==> src/hw/stepper_pkg.sv <==
`default_nettype none

package stepper_pkg;

  // SPI framing
  localparam int word_width = 64;
  localparam int hdr_width = 8;              // Top byte of each word

  // Header codes
  localparam logic [hdr_width-1:0] hdr_move = 8'h01;
  localparam logic [hdr_width-1:0] hdr_divisor = 8'h03;
  localparam logic [hdr_width-1:0] hdr_microstep = 8'h04;

  // Tick divider
  localparam int divisor_width = 24;
  localparam int divisor_reset = 32;         // Divisor until the host sets one

  // Move profile, rate and accel are signed, phase is unsigned
  localparam int rate_width = 32;
  localparam int duration_width = 32;        // Move length in ticks

  // Microstepping
  // Code n selects 2**n microsteps per full step
  localparam int ms_width = 2;
  localparam int ms_max = 3;

  // One electrical cycle is 32 index positions at 8 microsteps
  localparam int index_width = 5;

  // PWM counter and magnitude table entries
  localparam int pwm_width = 8;

endpackage

`default_nettype wire

==> src/hw/command_decoder.sv <==
`default_nettype none

module command_decoder import stepper_pkg::*; #(
  parameter int divisor_init = divisor_reset
) (
  input  logic                             CLK,
  input  logic                             reset,
  input  logic [word_width-1:0]            word_data,
  input  logic                             word_valid,
  input  logic                             move_busy,
  output logic                             move_start,
  output logic                             move_dir,
  output logic [duration_width-1:0]        move_duration,
  output logic signed [rate_width-1:0]     move_rate,
  output logic signed [rate_width-1:0]     move_accel,
  output logic [divisor_width-1:0]         tick_divisor,
  output logic [ms_width-1:0]              microstep_code,
  output logic [7:0]                       dropped_moves
);

  typedef enum logic {st_header, st_data} state_t;

  state_t                   state;
  logic [1:0]               word_count;    // Data word within a move message
  logic [hdr_width-1:0]     header;
  logic [divisor_width-1:0] div_field;
  logic [2:0]               ms_field;
  logic                     last_word;

  assign header    = word_data[word_width-1 -: hdr_width];
  assign div_field = word_data[divisor_width-1:0];
  assign ms_field  = word_data[2:0];
  assign last_word = (state == st_data) && (word_count == 2'd2);

  always_ff @(posedge CLK) begin
    if (reset) begin
      state          <= st_header;
      word_count     <= '0;
      move_start     <= 1'b0;
      tick_divisor   <= divisor_width'(divisor_init);
      microstep_code <= '0;
      dropped_moves  <= '0;
    end else begin
      move_start <= 1'b0;
      if (word_valid) begin
        case (state)
          st_header: begin
            case (header)
              hdr_move: begin
                state      <= st_data;
                word_count <= '0;
              end
              hdr_divisor: begin
                // Zero would stall the tick divider
                tick_divisor <= (div_field == '0) ? divisor_width'(1) : div_field;
              end
              hdr_microstep: begin
                if (ms_field > 3'(ms_max)) microstep_code <= ms_width'(ms_max);
                else microstep_code <= ms_field[ms_width-1:0];
              end
              default: ;                   // Unknown header, stay put
            endcase
          end
          st_data: begin
            word_count <= word_count + 1'b1;
            if (last_word) begin
              state <= st_header;
              // No move queue, a busy profile loses the new move
              if (move_busy) dropped_moves <= dropped_moves + 1'b1;
              else move_start <= 1'b1;
            end
          end
          default: state <= st_header;
        endcase
      end
    end
  end

  // Move fields, only sampled by the profile on move_start
  always_ff @(posedge CLK) begin
    if (word_valid) begin
      if (state == st_header && header == hdr_move) begin
        move_dir <= word_data[0];
      end
      if (state == st_data) begin
        case (word_count)
          2'd0: move_duration <= word_data[duration_width-1:0];
          2'd1: move_rate <= word_data[rate_width-1:0];
          default: move_accel <= word_data[rate_width-1:0];
        endcase
      end
    end
  end

endmodule

`default_nettype wire

==> src/hw/dual_hbridge.sv <==
`default_nettype none

module dual_hbridge import stepper_pkg::*; (
  input  logic                CLK,
  input  logic                reset,
  input  logic                step,
  input  logic                dir,
  input  logic [ms_width-1:0] microstep_code,
  output logic                phase_a1,
  output logic                phase_a2,
  output logic                phase_b1,
  output logic                phase_b2,
  output logic                pwm_a,
  output logic                pwm_b
);

  logic [index_width-1:0] index;
  logic [index_width-1:0] delta;
  logic [pwm_width-1:0]   pwm_count;
  logic [2:0]             sel_a;
  logic [2:0]             sel_b;
  logic [pwm_width-1:0]   mag_a;
  logic [pwm_width-1:0]   mag_b;

  // Quarter sine sampled half a position off the grid,
  // so the table mirrors cleanly and no coil ever sits at zero
  function automatic logic [pwm_width-1:0] quarter_sine(input logic [2:0] sel);
    case (sel)
      3'd0:    quarter_sine = 8'd25;
      3'd1:    quarter_sine = 8'd74;
      3'd2:    quarter_sine = 8'd120;
      3'd3:    quarter_sine = 8'd162;
      3'd4:    quarter_sine = 8'd197;
      3'd5:    quarter_sine = 8'd225;
      3'd6:    quarter_sine = 8'd244;
      default: quarter_sine = 8'd254;
    endcase
  endfunction

  // Full step moves 8 positions, eighth step moves 1
  assign delta = index_width'(1) << (ms_max - microstep_code);

  // Coil B runs a quarter cycle behind coil A
  assign sel_a = index[3] ? ~index[2:0] : index[2:0];
  assign sel_b = index[3] ? index[2:0] : ~index[2:0];
  assign mag_a = quarter_sine(sel_a);
  assign mag_b = quarter_sine(sel_b);

  assign phase_a1 = ~index[4];              // Positions 0 to 15
  assign phase_a2 = index[4];
  assign phase_b1 = index[4] ^ index[3];    // Positions 8 to 23
  assign phase_b2 = ~(index[4] ^ index[3]);

  always_ff @(posedge CLK) begin
    if (reset) begin
      index     <= '0;
      pwm_count <= '0;
      pwm_a     <= 1'b0;
      pwm_b     <= 1'b0;
    end else begin
      pwm_count <= pwm_count + 1'b1;        // Free running, wraps
      pwm_a     <= (pwm_count < mag_a);
      pwm_b     <= (pwm_count < mag_b);
      if (step) begin
        if (dir) index <= index + delta;
        else index <= index - delta;
      end
    end
  end

endmodule

`default_nettype wire

==> src/hw/motion_profile.sv <==
`default_nettype none

module motion_profile import stepper_pkg::*; (
  input  logic                         CLK,
  input  logic                         reset,
  input  logic                         move_start,
  input  logic                         move_dir,
  input  logic [duration_width-1:0]    move_duration,
  input  logic signed [rate_width-1:0] move_rate,
  input  logic signed [rate_width-1:0] move_accel,
  input  logic [divisor_width-1:0]     tick_divisor,
  output logic                         step,
  output logic                         dir,
  output logic                         move_busy
);

  localparam logic [rate_width-1:0] rate_max = {1'b0, {(rate_width-1){1'b1}}};

  logic [divisor_width-1:0]     div_count;
  logic [divisor_width-1:0]     divisor_q;
  logic [duration_width-1:0]    tick_count;
  logic [duration_width-1:0]    duration_q;
  logic signed [rate_width-1:0] rate_q;
  logic signed [rate_width-1:0] accel_q;
  logic [rate_width-1:0]        phase;

  logic                         done;
  logic                         tick;
  logic signed [rate_width:0]   rate_sum;
  logic [rate_width-1:0]        rate_next;
  logic [rate_width:0]          phase_sum;  // MSB is the step carry

  assign done = (tick_count == duration_q);
  assign tick = move_busy && !done && (div_count == divisor_q - 1'b1);

  // Extra bit keeps the sum exact before saturation
  assign rate_sum = rate_q + accel_q;

  always_comb begin
    if (rate_sum[rate_width]) begin
      rate_next = '0;                        // Never run backwards
    end else if (rate_sum[rate_width-1]) begin
      rate_next = rate_max;
    end else begin
      rate_next = rate_sum[rate_width-1:0];
    end
  end

  assign phase_sum = {1'b0, phase} + {1'b0, rate_next};

  always_ff @(posedge CLK) begin
    if (reset) begin
      move_busy  <= 1'b0;
      step       <= 1'b0;
      div_count  <= '0;
      tick_count <= '0;
    end else begin
      step <= 1'b0;
      if (move_start) begin
        move_busy  <= 1'b1;
        div_count  <= '0;
        tick_count <= '0;
      end else if (move_busy) begin
        if (done) begin
          move_busy <= 1'b0;                 // Also covers a zero duration
        end else if (tick) begin
          div_count  <= '0;
          tick_count <= tick_count + 1'b1;
          step       <= phase_sum[rate_width];
        end else begin
          div_count <= div_count + 1'b1;
        end
      end
    end
  end

  // Move parameters and accumulator state
  always_ff @(posedge CLK) begin
    if (move_start) begin
      divisor_q  <= tick_divisor;
      duration_q <= move_duration;
      rate_q     <= move_rate;
      accel_q    <= move_accel;
      phase      <= '0;
      dir        <= move_dir;
    end else if (tick) begin
      rate_q <= rate_next;
      phase  <= phase_sum[rate_width-1:0];
    end
  end

endmodule

`default_nettype wire

==> src/hw/spi_word_receiver.sv <==
`default_nettype none

module spi_word_receiver import stepper_pkg::*; (
  input  logic                  CLK,
  input  logic                  reset,
  input  logic                  sck,
  input  logic                  ssel,
  input  logic                  mosi,
  output logic                  miso,
  output logic [word_width-1:0] word_data,
  output logic                  word_valid
);

  // Wide enough to count past word_width
  localparam int count_width = $clog2(word_width + 2);

  logic [1:0] sck_sync;                  // [0] meta, [1] stable
  logic [1:0] ssel_sync;
  logic [1:0] mosi_sync;
  logic       sck_prev;
  logic       ssel_prev;

  logic sck_rise;
  logic sck_fall;
  logic ssel_rise;
  logic ssel_fall;
  logic active;

  logic [count_width-1:0] bit_count;
  logic [1:0]             done_pipe;     // Delays word_valid to 3 cycles after SSEL rise
  logic                   word_ok;
  logic [word_width-1:0]  rx_shift;
  logic [word_width-1:0]  tx_shift;
  logic [word_width-1:0]  echo_word;

  assign sck_rise  = sck_sync[1] & ~sck_prev;
  assign sck_fall  = ~sck_sync[1] & sck_prev;
  assign ssel_rise = ssel_sync[1] & ~ssel_prev;
  assign ssel_fall = ~ssel_sync[1] & ssel_prev;
  assign active    = ~ssel_sync[1];

  // Exactly one word worth of rising edges
  assign word_ok = ssel_rise && (bit_count == count_width'(word_width));

  assign miso = tx_shift[word_width-1];  // MSB first

  always_ff @(posedge CLK) begin
    if (reset) begin
      sck_sync   <= '0;
      ssel_sync  <= '1;                  // Bus idles deselected
      mosi_sync  <= '0;
      sck_prev   <= 1'b0;
      ssel_prev  <= 1'b1;
      bit_count  <= '0;
      done_pipe  <= '0;
      word_valid <= 1'b0;
      tx_shift   <= '0;
      echo_word  <= '0;
    end else begin
      sck_sync  <= {sck_sync[0], sck};
      ssel_sync <= {ssel_sync[0], ssel};
      mosi_sync <= {mosi_sync[0], mosi};
      sck_prev  <= sck_sync[1];
      ssel_prev <= ssel_sync[1];

      // Count rising edges, stop once the word is known to be too long
      if (ssel_fall) begin
        bit_count <= '0;
      end else if (active && sck_rise && bit_count <= count_width'(word_width)) begin
        bit_count <= bit_count + 1'b1;
      end

      // Mode 0: echo data changes on the falling edge
      if (ssel_fall) begin
        tx_shift <= echo_word;
      end else if (active && sck_fall) begin
        tx_shift <= {tx_shift[word_width-2:0], 1'b0};
      end

      done_pipe  <= {done_pipe[0], word_ok};
      word_valid <= done_pipe[1];
      if (done_pipe[0]) echo_word <= word_data;  // Sent back on the next transfer
    end
  end

  always_ff @(posedge CLK) begin
    if (active && sck_rise) begin
      rx_shift <= {rx_shift[word_width-2:0], mosi_sync[1]};
    end
    if (word_ok) word_data <= rx_shift;
  end

endmodule

`default_nettype wire

==> src/hw/stepper_top.sv <==
`default_nettype none

module stepper_top import stepper_pkg::*; #(
  parameter int divisor_init = divisor_reset
) (
  input  logic       CLK,
  input  logic       reset,
  input  logic       sck,
  input  logic       ssel,
  input  logic       mosi,
  output logic       miso,
  output logic       phase_a1,
  output logic       phase_a2,
  output logic       phase_b1,
  output logic       phase_b2,
  output logic       pwm_a,
  output logic       pwm_b,
  output logic       step,
  output logic       move_busy,
  output logic [7:0] dropped_moves
);

  logic [word_width-1:0]        word_data;
  logic                         word_valid;
  logic                         move_start;
  logic                         move_dir;
  logic [duration_width-1:0]    move_duration;
  logic signed [rate_width-1:0] move_rate;
  logic signed [rate_width-1:0] move_accel;
  logic [divisor_width-1:0]     tick_divisor;
  logic [ms_width-1:0]          microstep_code;
  logic                         dir;

  spi_word_receiver u_receiver (
    .CLK        (CLK),
    .reset      (reset),
    .sck        (sck),
    .ssel       (ssel),
    .mosi       (mosi),
    .miso       (miso),
    .word_data  (word_data),
    .word_valid (word_valid)
  );

  command_decoder #(
    .divisor_init (divisor_init)
  ) u_decoder (
    .CLK            (CLK),
    .reset          (reset),
    .word_data      (word_data),
    .word_valid     (word_valid),
    .move_busy      (move_busy),
    .move_start     (move_start),
    .move_dir       (move_dir),
    .move_duration  (move_duration),
    .move_rate      (move_rate),
    .move_accel     (move_accel),
    .tick_divisor   (tick_divisor),
    .microstep_code (microstep_code),
    .dropped_moves  (dropped_moves)
  );

  motion_profile u_profile (
    .CLK           (CLK),
    .reset         (reset),
    .move_start    (move_start),
    .move_dir      (move_dir),
    .move_duration (move_duration),
    .move_rate     (move_rate),
    .move_accel    (move_accel),
    .tick_divisor  (tick_divisor),
    .step          (step),
    .dir           (dir),
    .move_busy     (move_busy)
  );

  dual_hbridge u_bridge (
    .CLK            (CLK),
    .reset          (reset),
    .step           (step),
    .dir            (dir),
    .microstep_code (microstep_code),
    .phase_a1       (phase_a1),
    .phase_a2       (phase_a2),
    .phase_b1       (phase_b1),
    .phase_b2       (phase_b2),
    .pwm_a          (pwm_a),
    .pwm_b          (pwm_b)
  );

endmodule

`default_nettype wire

==> config.mk <==
export PLATFORM = sky130hd
export DESIGN_NAME = stepper_top
export DESIGN_NICKNAME = d
export VERILOG_FILES = /design/src/hw/stepper_pkg.sv /design/src/hw/command_decoder.sv /design/src/hw/dual_hbridge.sv /design/src/hw/motion_profile.sv /design/src/hw/spi_word_receiver.sv /design/src/hw/stepper_top.sv
export SDC_FILE = /design/constraint.sdc
export NUM_CORES = 1
export LEC_CHECK = 0
export BUFFER_PORTS_ARGS = -buffer_cell sky130_fd_sc_hd__clkbuf_2
export CAP_MARGIN = 20
export CORE_MARGIN = 2
export CORE_UTILIZATION = 45
export CTS_BUF_LIST = sky130_fd_sc_hd__clkbuf_4 sky130_fd_sc_hd__clkbuf_8
export CTS_CLUSTER_SIZE = 24
export DETAILED_ROUTE_END_ITERATION = 8
export PLACE_DENSITY_LB_ADDON = 0.08
export SLEW_MARGIN = 20
export SYNTH_ARGS = -nofsm -noshare
export SYNTH_HDL_FRONTEND = slang
export SYNTH_SLANG_ARGS = --single-unit
==> constraint.sdc <==
create_clock -name CLK -period 7.2 [get_ports CLK]
set_input_delay 1.44 -clock CLK [delete_from_list [all_inputs] [get_ports CLK]]
set_output_delay 1.44 -clock CLK [all_outputs]
set_load 0.005 [all_outputs]
==> Word-level counts from Yosys, hierarchy flattened <==
Index checks and enable logic that the tools add are counted.
{ "op_classes": {"n_addsub": 12, "multipliers": 0, "div_mod_pow": 0, "order_cmp": 4, "n_eq_ne": 21, "shift": 1, "mux": 23, "bitwise_logic": 19, "reduce_logical": 30} }
{ "ops": {"columns": ["operator", "n"], "rows": [
  ["64-bit two-way mux", 2],
  ["8-bit case mux with 7 select lines", 2],
  ["32-bit two-way mux", 3],
  ["32-bit by 32-bit adder with 33-bit output", 2],
  ["24-bit two-way mux", 2],
  ["32-bit by 1-bit adder with 32-bit output, second input constant", 1],
  ["32-bit equality test", 1],
  ["1-bit by 32-bit left shift with 5-bit output, first input constant", 1],
  ["31-bit two-way mux", 1],
  ["24-bit by 1-bit adder with 24-bit output, second input constant", 1],
  ["24-bit equality test", 1],
  ["24-bit logical NOT", 1],
  ["24-bit by 1-bit subtractor with 24-bit output, second input constant", 1],
  ["3-bit equality test, second input constant", 6],
  ["3-bit AND reduction", 6],
  ["8-bit by 1-bit adder with 8-bit output, second input constant", 2],
  ["8-bit < comparator", 2],
  ["1-bit inverter", 13],
  ["3-bit by 2-bit equality test with 1-bit output, second input constant", 4],
  ["8-bit by 1-bit equality test with 1-bit output, second input constant", 1],
  ["8-bit by 2-bit equality test with 1-bit output, second input constant", 1],
  ["8-bit by 3-bit equality test with 1-bit output, second input constant", 1],
  ["1-bit logical AND", 8],
  ["7-bit by 1-bit adder with 7-bit output, second input constant", 1],
  ["other kinds (29)", 46]
]} }
{ "word_totals": {"register_bits": 635, "latchBits": 0, "mem_bits_rw": 0, "romBits": 0, "in_bits": 5, "n_memories": 0} }

==> Longest topological paths before layout <==
Gate-level depths: netlist of run 1.
{ "depth": {"depth_word": 6, "mapped_depth": 24, "ltp_nobuf": 23} }

==> By module <==
From an unflattened synthesis of run 1, not the netlist that was laid out.
{ "unflattened": {"cells_unflattened": 2450, "hier_area_um2": 27903.0} }
{ "by_module_without_submodules": {"columns": ["mod", "n_inst", "cells_per_inst", "area_each_um2", "seq_area_each_um2"], "rows": [
  ["motion_profile", 1, 1330, 12455.7, 5435.2],
  ["spi_word_receiver", 1, 694, 9559.2, 6766.5],
  ["command_decoder", 1, 263, 4540.6, 3673.5],
  ["dual_hbridge", 1, 163, 1347.5, 300.3]
]} }

==> Worst setup path after synthesis of run 1 <==
No wires, ideal clock.
{ "synth_timing": {"kind": "register -> register", "from": "reg u_receiver.ssel_sync[1]", "to": "reg u_receiver.bit_count[5]", "setup_time_ns": 0.070, "t_arrival_ns": 6.052, "setup_slack_ns": 1.078, "stages_incl_launch_ff": 6, "period_less_slack_ns": 6.122, "path_cell_list": "dfxtp_1 > nor3_1 > a21boi_0 > nand4_1 > or3_1 > a21oi_1"} }
{ "synth_between": {"elab_chain_cells": 3} }
{ "synth_lines": {"columns": ["item", "line_no", "rtl"], "rows": [
  ["start: declaration", "spi_word_receiver.sv:18", "logic [1:0] ssel_sync;"],
  ["start signal: assignment", "spi_word_receiver.sv:61", "ssel_sync <= {ssel_sync[0], ssel};"],
  ["1-bit inverter (*)", "spi_word_receiver.sv:39, spi_word_receiver.sv:40", null],
  ["1-bit bitwise AND or 1-bit logical AND (tied branches)", "spi_word_receiver.sv:39, spi_word_receiver.sv:69", null],
  ["2-bit OR reduction (no source line) or 1-bit logical AND (tied branches)", null, null],
  ["end signal: assignment", "spi_word_receiver.sv:70", "bit_count <= bit_count + 1'b1;"],
  ["end: declaration", "spi_word_receiver.sv:29", "logic [count_width-1:0] bit_count;"]
]} }
Every way passes the cells marked *; elsewhere a longest branch is shown, timed or not.
A chain may end at the register's enable or synchronous reset.

==> Final worst setup path of run 1 <==
{ "layout_timing": {"from": "reg u_profile.accel_q[0]", "to": "reg u_profile.phase[31]"} }
{ "layout_between": {"elab_chain_cells": 4} }
{ "layout_lines": {"columns": ["item", "line_no", "rtl"], "rows": [
  ["start: declaration", "motion_profile.sv:24", "logic signed [rate_width-1:0] accel_q;"],
  ["start signal: assignment", "motion_profile.sv:83", "accel_q <= move_accel;"],
  ["32-bit by 32-bit adder with 33-bit output (*)", "motion_profile.sv:37", "assign rate_sum = rate_q + accel_q;"],
  ["31-bit two-way mux", "motion_profile.sv:42", "end else if (rate_sum[rate_width-1]) begin"],
  ["32-bit two-way mux (*)", "motion_profile.sv:40", "if (rate_sum[rate_width]) begin"],
  ["32-bit by 32-bit adder with 33-bit output (*)", "motion_profile.sv:49", "assign phase_sum = {1'b0, phase} + {1'b0, rate_next};"],
  ["end signal: assignment", "motion_profile.sv:88", "phase <= phase_sum[rate_width-1:0];"],
  ["end: declaration", "motion_profile.sv:25", "logic [rate_width-1:0] phase;"]
]} }
Marks and branches as above.

==> results of run 1 <==
synthesized netlist by cell type (all sizes together) (5+ instances only):
cell / instances / area share
a211o: 5 / 0.0016
or2: 14 / 0.0032
buf: 18 / 0.0029
a31oi: 16 / 0.0036
nand2: 178 / 0.024
o31ai: 8 / 0.0022
o21bai: 9 / 0.0024
ha: 92 / 0.041
a21o: 33 / 0.0089
a221oi: 10 / 0.0032
and3: 37 / 0.0083
o21a: 18 / 0.0049
nor4b: 9 / 0.0031
and2: 15 / 0.0034
dfxtp: 289 / 0.21
xor2: 97 / 0.031
xnor2: 69 / 0.022
nand2b: 18 / 0.0041
nor4: 30 / 0.0073
or3: 21 / 0.0047
a311oi: 5 / 0.0016
a31o: 5 / 0.0016
nand3: 51 / 0.0094
mux2i: 152 / 0.055
nor2: 324 / 0.044
nor3: 46 / 0.0091
and4: 9 / 0.0028
o21ai: 75 / 0.014
nand4: 24 / 0.0056
or4: 8 / 0.0022
a211oi: 70 / 0.019
edfxtp: 346 / 0.37
nor2b: 22 / 0.0050
clkbuf: 102 / 0.014
nand3b: 6 / 0.0016
inv: 40 / 0.0054
a21boi: 5 / 0.0014
a21oi: 132 / 0.024
o211ai: 14 / 0.0038
state kept, by name, indices dropped and copies added (netlist names), 7 cells and up:
register / cells
u_profile.phase: 32
u_profile.rate_q: 32
u_receiver.echo_word: 64
u_receiver.tx_shift: 64
u_receiver.word_data: 64
u_profile.div_count: 24
u_profile.divisor_q: 24
u_decoder.tick_divisor: 24
u_receiver.rx_shift: 64
u_profile.tick_count: 32
u_profile.accel_q: 32
u_bridge.pwm_count: 8
u_decoder.move_accel: 32
u_receiver.bit_count: 7
u_decoder.move_duration: 32
u_decoder.dropped_moves: 8
u_decoder.move_rate: 32
u_profile.duration_q: 32
critical path, stage by stage (launching register included):
cell and delay, ns:
edfxtp_1 0.33, ha_1 0.19, inv_1 0.06, fa_1 0.37, nand2b_1 0.19, a21oi_1 0.19
o21a_1 0.22, a21oi_1 0.16, a2111o_1 0.44, o21ai_0 0.53, a221o_1 0.32, nand2_1 0.32
buf_4 0.36, nor2_1 0.13, ha_1 0.30, a21oi_1 0.26, o211ai_1 0.12, o2111ai_1 0.18
o2111ai_1 0.21, a2111oi_0 0.61, nor2_1 0.18, a311oi_1 0.35, or3_1 0.16, a21oi_1 0.06
area by class of cell:
class | instances | area (um2)
diodes | 2 | 5.005
clock buffers | 172 | 2017
clock inverters | 29 | 241.5
fillers | 5547 | 30370
inverters | 40 | 150.1
multi-input cells | 1677 | 11030
flip-flops and latches | 635 | 16180
well taps | 790 | 988.4
repair buffers | 54 | 391.6
kinds of logic (layout without fill, tap and decap cells):
logic type	Yosys count	in the layout	share of synthesized area
adders and majority gates	95	95	0.04360
DFF	635	635	0.5822
AOI/OAI and AO/OA	442	442	0.1040
xor gates and xnor gates	166	166	0.05260
other	0	2	0
muxes	152	152	0.05476
and+or+nand+nor	822	822	0.1407
buffers and inverters	160	295	0.02211
per-layer routing:
layer	track usage	part of all wire	vias up
met5	0	0	-
met4	0.06052	0.021	0
met3	0.03615	0.042	106
met2	0.3194	0.46	375
met1	0.2767	0.47	9001
li1	-	-	9112
through the flow:
step | instances | util | hold WS, ns | cell area (um2)
floorplan | 2472 | - | 0.3855 | 27780
global placement | 3194 | 0.4677 | 0.3876 | 28710
detailed placement | 3195 | 0.4679 | 0.3937 | 28710
CTS | 3396 | 0.5047 | 0.3911 | 30970
global route | 3398 | 0.5051 | 0.4121 | 31000
finish | 3399 | 0.5052 | 0.3911 | 31000
report_power, final:
part / internal, mW / switching [mW] / total (mW)
Combinational: 0.0361 / 0.0651 / 0.101
Clock: 1.85 / 1.45 / 3.30
Sequential: 3.81 / 0.0140 / 3.82
worst paths after layout:
| check | from | to | slack (ns) | cells after the start |
|---|---|---|---|---|
| worst max-delay path | u_profile.accel_q[0] | u_profile.phase[31] | 0.80 | 23 |
| worst min-delay path | u_decoder.move_accel[1] | u_profile.accel_q[1] | 0.39 | 0 |
| worst max register to register | u_profile.accel_q[0] | u_profile.phase[31] | 0.80 | 23 |
| worst min register to register | u_decoder.move_accel[1] | u_profile.accel_q[1] | 0.39 | 0 |
==> impl_results.md, run 1 <==
* Ys flop type: edfxtp_1
* Min cycle time layout at 6.400 ns
* DR iter-0 viols at 1028
* Max-slew violations at 0
* Die Height at 252.5 um
* Setup Buffers After CTS at 0
* Worst endpoint data arrival time at 6.93 ns
* Drt pass-1 iters at 5
* Dpl ws at 0.8599 ns
* Max FO, Critical Path at 19
* CTS Buf Count at 106
* Critical path class: flip-flop to flip-flop
* Global-route wire length before repair at 100300 um
* Clock-pin slew on the worst setup and hold paths at 0.06 ns
* Avg WL per Cell at 18.75 um
* Sequential area share after synthesis at 0.5822
* Core ar. at 61370 um2
* Post-layout net count at 2614
* Maximum clock rate at 0.1563 GHz
* Worst-skew pair later-pin latency at 0.71 ns
* Syn avg cell area at 11.24 um2
* Vias in the first global route at 18150
* Max transition margin at 0.3172
* Initial Util at 0.4527
* Longest Clk Path Bufs at 3
* Hold_buf cts at 0
* Detail Route Antenna Nets at 0
* PwrDens at 233.0 nW/um2
* Outcome: complete, no violations
* Number of gates resized after cts at 0
* Synth warnings at 0
* Clock sinks at 635
* Worst Max-Slew Pin Slew at 1.021 ns
* Row count at 91
* Post-Route WL at 63750 um
* CTS tree: done
* Top Ports at 22
* Initial antenna violation count at 1
* Worst vdd ir at 0.1940 mV
* Maxcap violations at 0
* Commonest non-fill, non-tap cell in the layout: edfxtp_1
* Gr ovfl total at 0
* Post-Syn Nets at 2572
* WP data required at 7.73 ns
* Count of flip-flops with a built-in enable after synthesis at 346
* Critical Path Start Type: flip-flop
* P_leak at 11.03 nW
* Final worst slack at 0.8003 ns
* Unique cell type count in the Yosys netlist at 75
* Htree depth at 3
* Via density at 5.470
* Area Overhead vs Synth at 11.60%
* RSZ-0062 raised after global routing: false
* Via count at 18590
* Crit. End Element: flip-flop
* Residual DRC count at 0
* Hold/Removal Path Class: flip-flop to flip-flop
* Total track usage at 0.1997
* Largest net degree at the start of global routing at 153
* Final Hold Vio Count at 0
* Setup Viol. Count Final at 0
* Most frequent cells in the layout: edfxtp_1, nor2_1, dfxtp_1, nand2_1, mux2i_1
* Crit share post-route at 0.8889
* Final Skew at 0.03782 ns
* Root buf cell: clkbuf_8
* Total power at 7.225 mW
* PortBufs at 21
* Gate Count Post-Synth at 2472
* Detailed Place HPWL at 42160 um
* Chip Width at 252.5 um
* Ys async rst share at 0
* Fin Setup TNS at 0 ns
* Die area at 63740 um2
* RePlAce Congestion at 0.8814
* Seq cells post-synth at 635
* Post-Syn Area at 27780 um2
* Layout cell share with drive strength beyond 1 at 0.1043
(Power assumes the default switching activity.)
==> run 2: changes to the inputs <==
--- a/config.mk
+++ b/config.mk
@@ -7,6 +7,7 @@
 export LEC_CHECK = 0
 export BUFFER_PORTS_ARGS = -buffer_cell sky130_fd_sc_hd__clkbuf_2
 export CAP_MARGIN = 20
+export CORE_ASPECT_RATIO = 1.2
 export CORE_MARGIN = 2
 export CORE_UTILIZATION = 45
 export CTS_BUF_LIST = sky130_fd_sc_hd__clkbuf_4 sky130_fd_sc_hd__clkbuf_8
==> impl_results.md, run 2 (synthesized netlist as in run 1, its figures left out) <==
* Htree depth at 3 (unchanged)
* CTS tree: done (unchanged)
* Cell Area, Placed at 28650 um2 (was 28710 um2)
* Post-Route WL at 63800 um (was 63750 um)
* Max-slew violations at 0 (unchanged)
* Outcome: complete, no violations (unchanged)
* Final Skew at 0.03746 ns (was 0.03782 ns)
* Number of gates resized after cts at 0 (unchanged)
* Total track usage at 0.2019 (was 0.1997)
* Min cycle time layout at 6.186 ns (was 6.400 ns)
* PortBufs at 21 (unchanged)
* Setup Buffers After CTS at 0 (unchanged)
* Worst-skew pair later-pin latency at 0.71 ns (about the same)
* Max transition margin at 0.2376 (was 0.3172)
* Gr ovfl total at 0 (unchanged)
* Avg WL per Cell at 18.79 um (was 18.75 um)
* Fin area at 30830 um2 (was 31000 um2)
* Chip Width at 230.8 um (was 252.5 um)
* Global-route wire length before repair at 102400 um (was 100300 um)
* Reg2Reg Depth at 23 (unchanged)
* RePlAce Congestion at 0.8822 (was 0.8814)
* Crit share post-route at 0.8592 (was 0.8889)
* Initial antenna violation count at 5 (was 1)
* Commonest non-fill, non-tap cell in the layout: edfxtp_1 (unchanged)
* WP data required at 7.74 ns (was 7.73 ns)
* Crit. End Element: flip-flop (unchanged)
* Maximum clock rate at 0.1616 GHz (was 0.1563 GHz)
* Post-layout net count at 2596 (was 2614)
* R2r setup slk at 1.01 ns (was 0.80 ns)
* Drt pass-1 iters at 7 (was 5)
* Via count at 18550 (was 18590)
* R2R Path Start: u_profile.accel_q[0] (unchanged)
* Via density at 5.463 (was 5.470)
* Hold depth at 0 (unchanged)
* Root buf cell: clkbuf_8 (unchanged)
* Total power at 7.192 mW (was 7.225 mW)
* Row count at 99 (was 91)
* PwrDens at 233.3 nW/um2 (was 233.0 nW/um2)
* Hold_buf cts at 0 (unchanged)
* Fin Setup TNS at 0 ns (unchanged)
* Setup Viol. Count Final at 0 (unchanged)
* Die Height at 276.2 um (was 252.5 um)
* Worst endpoint data arrival time at 6.73 ns (was 6.93 ns)
* Worst Max-Slew Pin Slew at 1.129 ns (was 1.021 ns)
* Residual DRC count at 0 (unchanged)
* Area Overhead vs Synth at 10.96% (was 11.60%)
* RSZ-0062 raised after global routing: false (unchanged)
* Longest Clk Path Bufs at 3 (unchanged)
* Detail Route Antenna Nets at 0 (unchanged)
* Most frequent cells in the layout: edfxtp_1, nor2_1, dfxtp_1, nand2_1, mux2i_1 (unchanged)
* Core ar. at 60940 um2 (was 61370 um2)
* Hold Slack at 0.3962 ns (was 0.3911 ns)
* Hold/Removal Path Class: flip-flop to flip-flop (unchanged)
* Top Ports at 22 (unchanged)
* Max FO, Critical Path at 26 (was 19)
* P_leak at 10.91 nW (was 11.03 nW)
* CTS Buf Count at 101 (was 106)
* Vias in the first global route at 18720 (was 18150)
* Critical Path Start Type: flip-flop (unchanged)
* DR iter-0 viols at 1122 (was 1028)
* Maxcap violations at 0 (unchanged)
* Crit. Startpoint: u_profile.accel_q[0] (unchanged)
* Final Hold Vio Count at 0 (unchanged)
* FF-to-FF End: u_profile.phase[31] (unchanged)
* Clock sinks at 635 (unchanged)
* CP endpoint: u_profile.phase[31] (unchanged)
* Clock-pin slew on the worst setup and hold paths at 0.07 ns (was 0.06 ns)
* Critical path class: flip-flop to flip-flop (unchanged)
* Initial Util at 0.4559 (was 0.4527)
* Die area at 63750 um2 (was 63740 um2)
* Detailed Place HPWL at 41770 um (was 42160 um)
* Worst vdd ir at 0.1578 mV (was 0.1940 mV)
* Layout cell share with drive strength beyond 1 at 0.09481 (was 0.1043)
* Largest net degree at the start of global routing at 189 (was 153)
* Filler instances at 5532 (was 5547)
-- run 2: cell count changes in the layout (fill, tap and decap cells not counted), moves of 3 or more --
cell / previous run / this run
clkinv_2: 3 / 20
buf_4: 31 / 19
clkbuf_4: 56 / 28
clkbuf_8: 116 / 105
clkinv_1: 17 / 21
bufinv_16: 2 / 8
inv_8: 0 / 3
-- run 2: per-layer routing --
metal / GRT usage / wire length (um)
met1: 0.2644 / 28870
met2: 0.3258 / 29690
met4: 0.08900 / 2284
met3: 0.03785 / 2953
met5: 0 / 0
-- run 2: critical path: stages (launching register included) --
cell,delay [ns]
edfxtp_1,0.33
ha_1,0.20
inv_1,0.07
fa_1,0.37
nand2b_1,0.20
a21oi_1,0.21
o21a_1,0.21
a21oi_1,0.14
a2111o_1,0.43
o21ai_0,0.47
a221o_1,0.30
nand2_1,0.22
buf_4,0.32
nor2_1,0.16
ha_1,0.32
a21oi_1,0.25
o211ai_1,0.12
o2111ai_1,0.18
o2111ai_1,0.20
a2111oi_0,0.60
nor2_1,0.16
a311oi_1,0.34
or3_1,0.16
a21oi_1,0.06
-- run 2: worst min-delay path by stage --
stage,slack [ns],end,start
floorplan,0.39,u_receiver.rx_shift[0],u_receiver.mosi_sync[1]
global placement,0.39,u_receiver.rx_shift[0],u_receiver.mosi_sync[1]
detailed placement,0.39,u_receiver.rx_shift[0],u_receiver.mosi_sync[1]
CTS,0.39,u_profile.duration_q[29],u_decoder.move_duration[29]
global route,0.40,u_profile.duration_q[29],u_decoder.move_duration[29]
finish,0.40,u_profile.duration_q[29],u_decoder.move_duration[29]
-- run 2: metrics by stage --
step | cells | setup slack (ns) | utilization
after floorplan | 2472 | 1.078 | -
after CTS | 3392 | 1.077 | 0.5057
after global placement | 3201 | 1.225 | 0.4700
after global routing | 3393 | 0.5412 | 0.5057
after detailed placement | 3201 | 1.158 | 0.4700
final | 3395 | 1.014 | 0.5058
-- run 2: power breakdown --
part	total, mW	internal [mW]	switching, mW
clock network	3.27	1.81	1.46
registers	3.82	3.81	0.0133
logic	0.0981	0.0353	0.0628
total	7.19	5.65	1.54
-- run 2: area by class of cell --
cell class	count	area [um2]	share of cell area
Sequential cell	635	16180	0.5250
Multi-Input combinational cell	1677	11030	0.3577
Tap cell	808	1011	0.03280
Clock inverter	58	518.0	0.01680
Inverter	40	150.1	0.004871
Clock buffer	133	1655	0.05370
Timing Repair Buffer	41	274.0	0.008889
Antenna cell	3	7.507	0.0002435
==> run 3: changes to the inputs <==
--- a/config.mk
+++ b/config.mk
@@ -9,7 +9,7 @@
 export CAP_MARGIN = 20
 export CORE_ASPECT_RATIO = 1.2
 export CORE_MARGIN = 2
-export CORE_UTILIZATION = 45
+export CORE_UTILIZATION = 60
 export CTS_BUF_LIST = sky130_fd_sc_hd__clkbuf_4 sky130_fd_sc_hd__clkbuf_8
 export CTS_CLUSTER_SIZE = 24
 export DETAILED_ROUTE_END_ITERATION = 8
==> impl_results.md, run 3 (synthesized netlist as in run 1, its figures left out) <==
* Outcome: complete, no violations (unchanged)
* Net Sw Frac at 0.2096 (was 0.2140)
* Final Hold Vio Count at 0 (unchanged)
* Hold Path Sink: u_receiver.rx_shift[0] (was u_profile.duration_q[29])
* Longest Clk Path Bufs at 3 (unchanged)
* Total track usage at 0.2543 (was 0.2019)
* Critical path class: flip-flop to flip-flop (unchanged)
* PortBufs at 21 (unchanged)
* Worst-skew pair later-pin latency at 0.68 ns (was 0.71 ns)
* Core ar. at 45840 um2 (was 60940 um2)
* Post-layout net count at 2592 (was 2596)
* Net Sw Power at 1.459 mW (was 1.539 mW)
* Initial Util at 0.6061 (was 0.4559)
* Largest net degree at the start of global routing at 92 (was 189)
* Sequential cell area at 16180 um2 (unchanged)
* Most frequent cells in the layout: edfxtp_1, nor2_1, dfxtp_1, nand2_1, mux2i_1 (unchanged)
* PwrDens at 228.9 nW/um2 (was 233.3 nW/um2)
* Seq pwr share at 0.549 (was 0.531)
* Critical path's largest stage delay at 0.55 ns (was 0.60 ns)
* Htree depth at 3 (unchanged)
* Root buf cell: clkbuf_8 (unchanged)
* Top Ports at 22 (unchanged)
* Avg WL per Cell at 18.79 um (about the same)
* Fin Setup TNS at 0 ns (unchanged)
* Final Skew at 0.03258 ns (was 0.03746 ns)
* Hold depth at 0 (unchanged)
* R2R Path Start: u_profile.accel_q[0] (unchanged)
* Row count at 86 (was 99)
* Int Power at 5.502 mW (was 5.653 mW)
* Detail Route Antenna Nets at 0 (unchanged)
* Die area at 48050 um2 (was 63750 um2)
* Setup Buffers After CTS at 0 (unchanged)
* Multi-input gate area at 11020 um2 (was 11030 um2)
* Area Overhead vs Synth at 9.458% (was 10.96%)
* CTS Buf Count at 97 (was 101)
* Crit. End Element: flip-flop (unchanged)
* Dpl ws at 0.9318 ns (was 1.158 ns)
* Worst path bufs/invs at 1 (was 2)
* Reg2Reg Depth at 22 (was 23)
* WP data required at 7.70 ns (was 7.74 ns)
* Detailed Place HPWL at 39550 um (was 41770 um)
* Vias in the first global route at 18670 (was 18720)
* Drt pass-1 iters at 6 (was 7)
* Global-route wire length before repair at 97780 um (was 102400 um)
* Hold/Removal Path Class: flip-flop to flip-flop (unchanged)
* Crit path cell chain: ha_1, inv_1, fa_1, nand2b_1, a21oi_1, o21a_1, a21oi_1, a2111o_1, o21ai_0, a221o_1, nand2_1, nor2_1, ha_1, a21oi_1, o211ai_1, a31oi_1, o2111ai_1, a2111oi_0, nor2_1, a311oi_1, or3_1, a21oi_1 (was ha_1, inv_1, fa_1, nand2b_1, a21oi_1, o21a_1, a21oi_1, a2111o_1, o21ai_0, a221o_1, nand2_1, buf_4, nor2_1, ha_1, a21oi_1, o211ai_1, o2111ai_1, o2111ai_1, a2111oi_0, nor2_1, a311oi_1, or3_1, a21oi_1)
* Hold Slack at 0.4076 ns (was 0.3962 ns)
* R2r setup slk at 0.87 ns (was 1.01 ns)
* Worst endpoint data arrival time at 6.84 ns (was 6.73 ns)
* Critical path's most frequent cell: a21oi_1 (unchanged)
* Final worst slack at 0.8670 ns (was 1.014 ns)
* Chip Width at 200.4 um (was 230.8 um)
* Via count at 18760 (was 18550)
* Clk pwr share at 0.437 (was 0.455)
* Finished Core Util at 0.6634 (was 0.5058)
* Filler instances at 3561 (was 5532)
* Max-slew violations at 0 (unchanged)
* CP max-delay cell: a2111oi_0 (unchanged)
* Gr ovfl total at 0 (unchanged)
* Worst Max-Slew Pin Slew at 1.040 ns (was 1.129 ns)
* Die Height at 239.7 um (was 276.2 um)
* Clock-pin slew on the worst setup and hold paths at 0.06 ns (was 0.07 ns)
* P_leak at 10.84 nW (was 10.91 nW)
* Number of gates resized after cts at 0 (unchanged)
* Residual DRC count at 0 (unchanged)
* Max transition margin at 0.3047 (was 0.2376)
* Post-Route WL at 59970 um (was 63800 um)
* CP delay by family, top: compound AO/OA/AOI/OAI gates (unchanged)
* HP Start: u_receiver.mosi_sync[1] (was u_decoder.move_duration[29])
* Maximum clock rate at 0.1579 GHz (was 0.1616 GHz)
* Commonest non-fill, non-tap cell in the layout: edfxtp_1 (unchanged)
* Combinational share of power at 0.014 (about the same)
* CTS tree: done (unchanged)
* Initial antenna violation count at 1 (was 5)
* Via density at 5.877 (was 5.463)
* Setup Viol. Count Final at 0 (unchanged)
* Worst vdd ir at 0.1801 mV (was 0.1578 mV)
* Total power at 6.961 mW (was 7.192 mW)
* Clock sinks at 635 (unchanged)
* FF-to-FF End: u_profile.phase[31] (unchanged)
* Max FO, Critical Path at 8 (was 26)
* DR iter-0 viols at 1302 (was 1122)
* Min cycle time layout at 6.333 ns (was 6.186 ns)
* RePlAce Congestion at 0.9002 (was 0.8822)
* Critical Path Start Type: flip-flop (unchanged)
* RSZ-0062 raised after global routing: false (unchanged)
* Crit share post-route at 0.8796 (was 0.8592)
* Hold_buf cts at 0 (unchanged)
* Maxcap violations at 0 (unchanged)
* Layout cell share with drive strength beyond 1 at 0.09320 (was 0.09481)
## run 3: metal layers
| metal | part of all wire | global-route usage |
|---|---|---|
| met1 | 0.43 | 0.3276 |
| met2 | 0.48 | 0.4228 |
| met3 | 0.050 | 0.04000 |
| met4 | 0.038 | 0.1228 |
| met5 | 0 | 0 |
## run 3: how the worst max path moves through the flow
stage / slack (ns) / to / startpoint / cells after the start
floorplan: 1.08 / u_receiver.bit_count[5] / u_receiver.ssel_sync[1] / 5
global placement: 1.11 / u_profile.phase[31] / u_profile.accel_q[0] / 23
detailed placement: 0.93 / u_profile.phase[31] / u_profile.rate_q[0] / 22
CTS: 0.89 / u_profile.phase[31] / u_profile.rate_q[0] / 22
global route: 0.21 / u_profile.phase[31] / u_profile.accel_q[0] / 22
finish: 0.87 / u_profile.phase[31] / u_profile.accel_q[0] / 22
## run 3: layout make-up
class	instances	share of cell area
Antenna cell	1	0.00008229
Clock buffer	145	0.05843
Multi-Input combinational cell	1677	0.3624
Sequential cell	635	0.5322
Inverter	40	0.004937
Clock inverter	37	0.007982
Timing Repair Buffer	41	0.008599
Tap cell	616	0.02535
## run 3: through the flow
stage               instances  area (um2)
floorplan                2472       27780
global placement         3009       28390
detailed placement       3009       28390
CTS                      3191       30410
global route             3192       30410
finish                   3192       30410
## run 3: power groups by stage
stage	Clock, mW	Combinational [mW]	Sequential (mW)
2_1_floorplan	0	0.0780	3.89
5_1_grt	3.27	0.111	3.82
3_5_place_dp	0	0.0987	3.90
4_1_cts	3.12	0.0989	3.82
3_3_place_gp	0	0.0948	3.90
6_report	3.04	0.0979	3.82
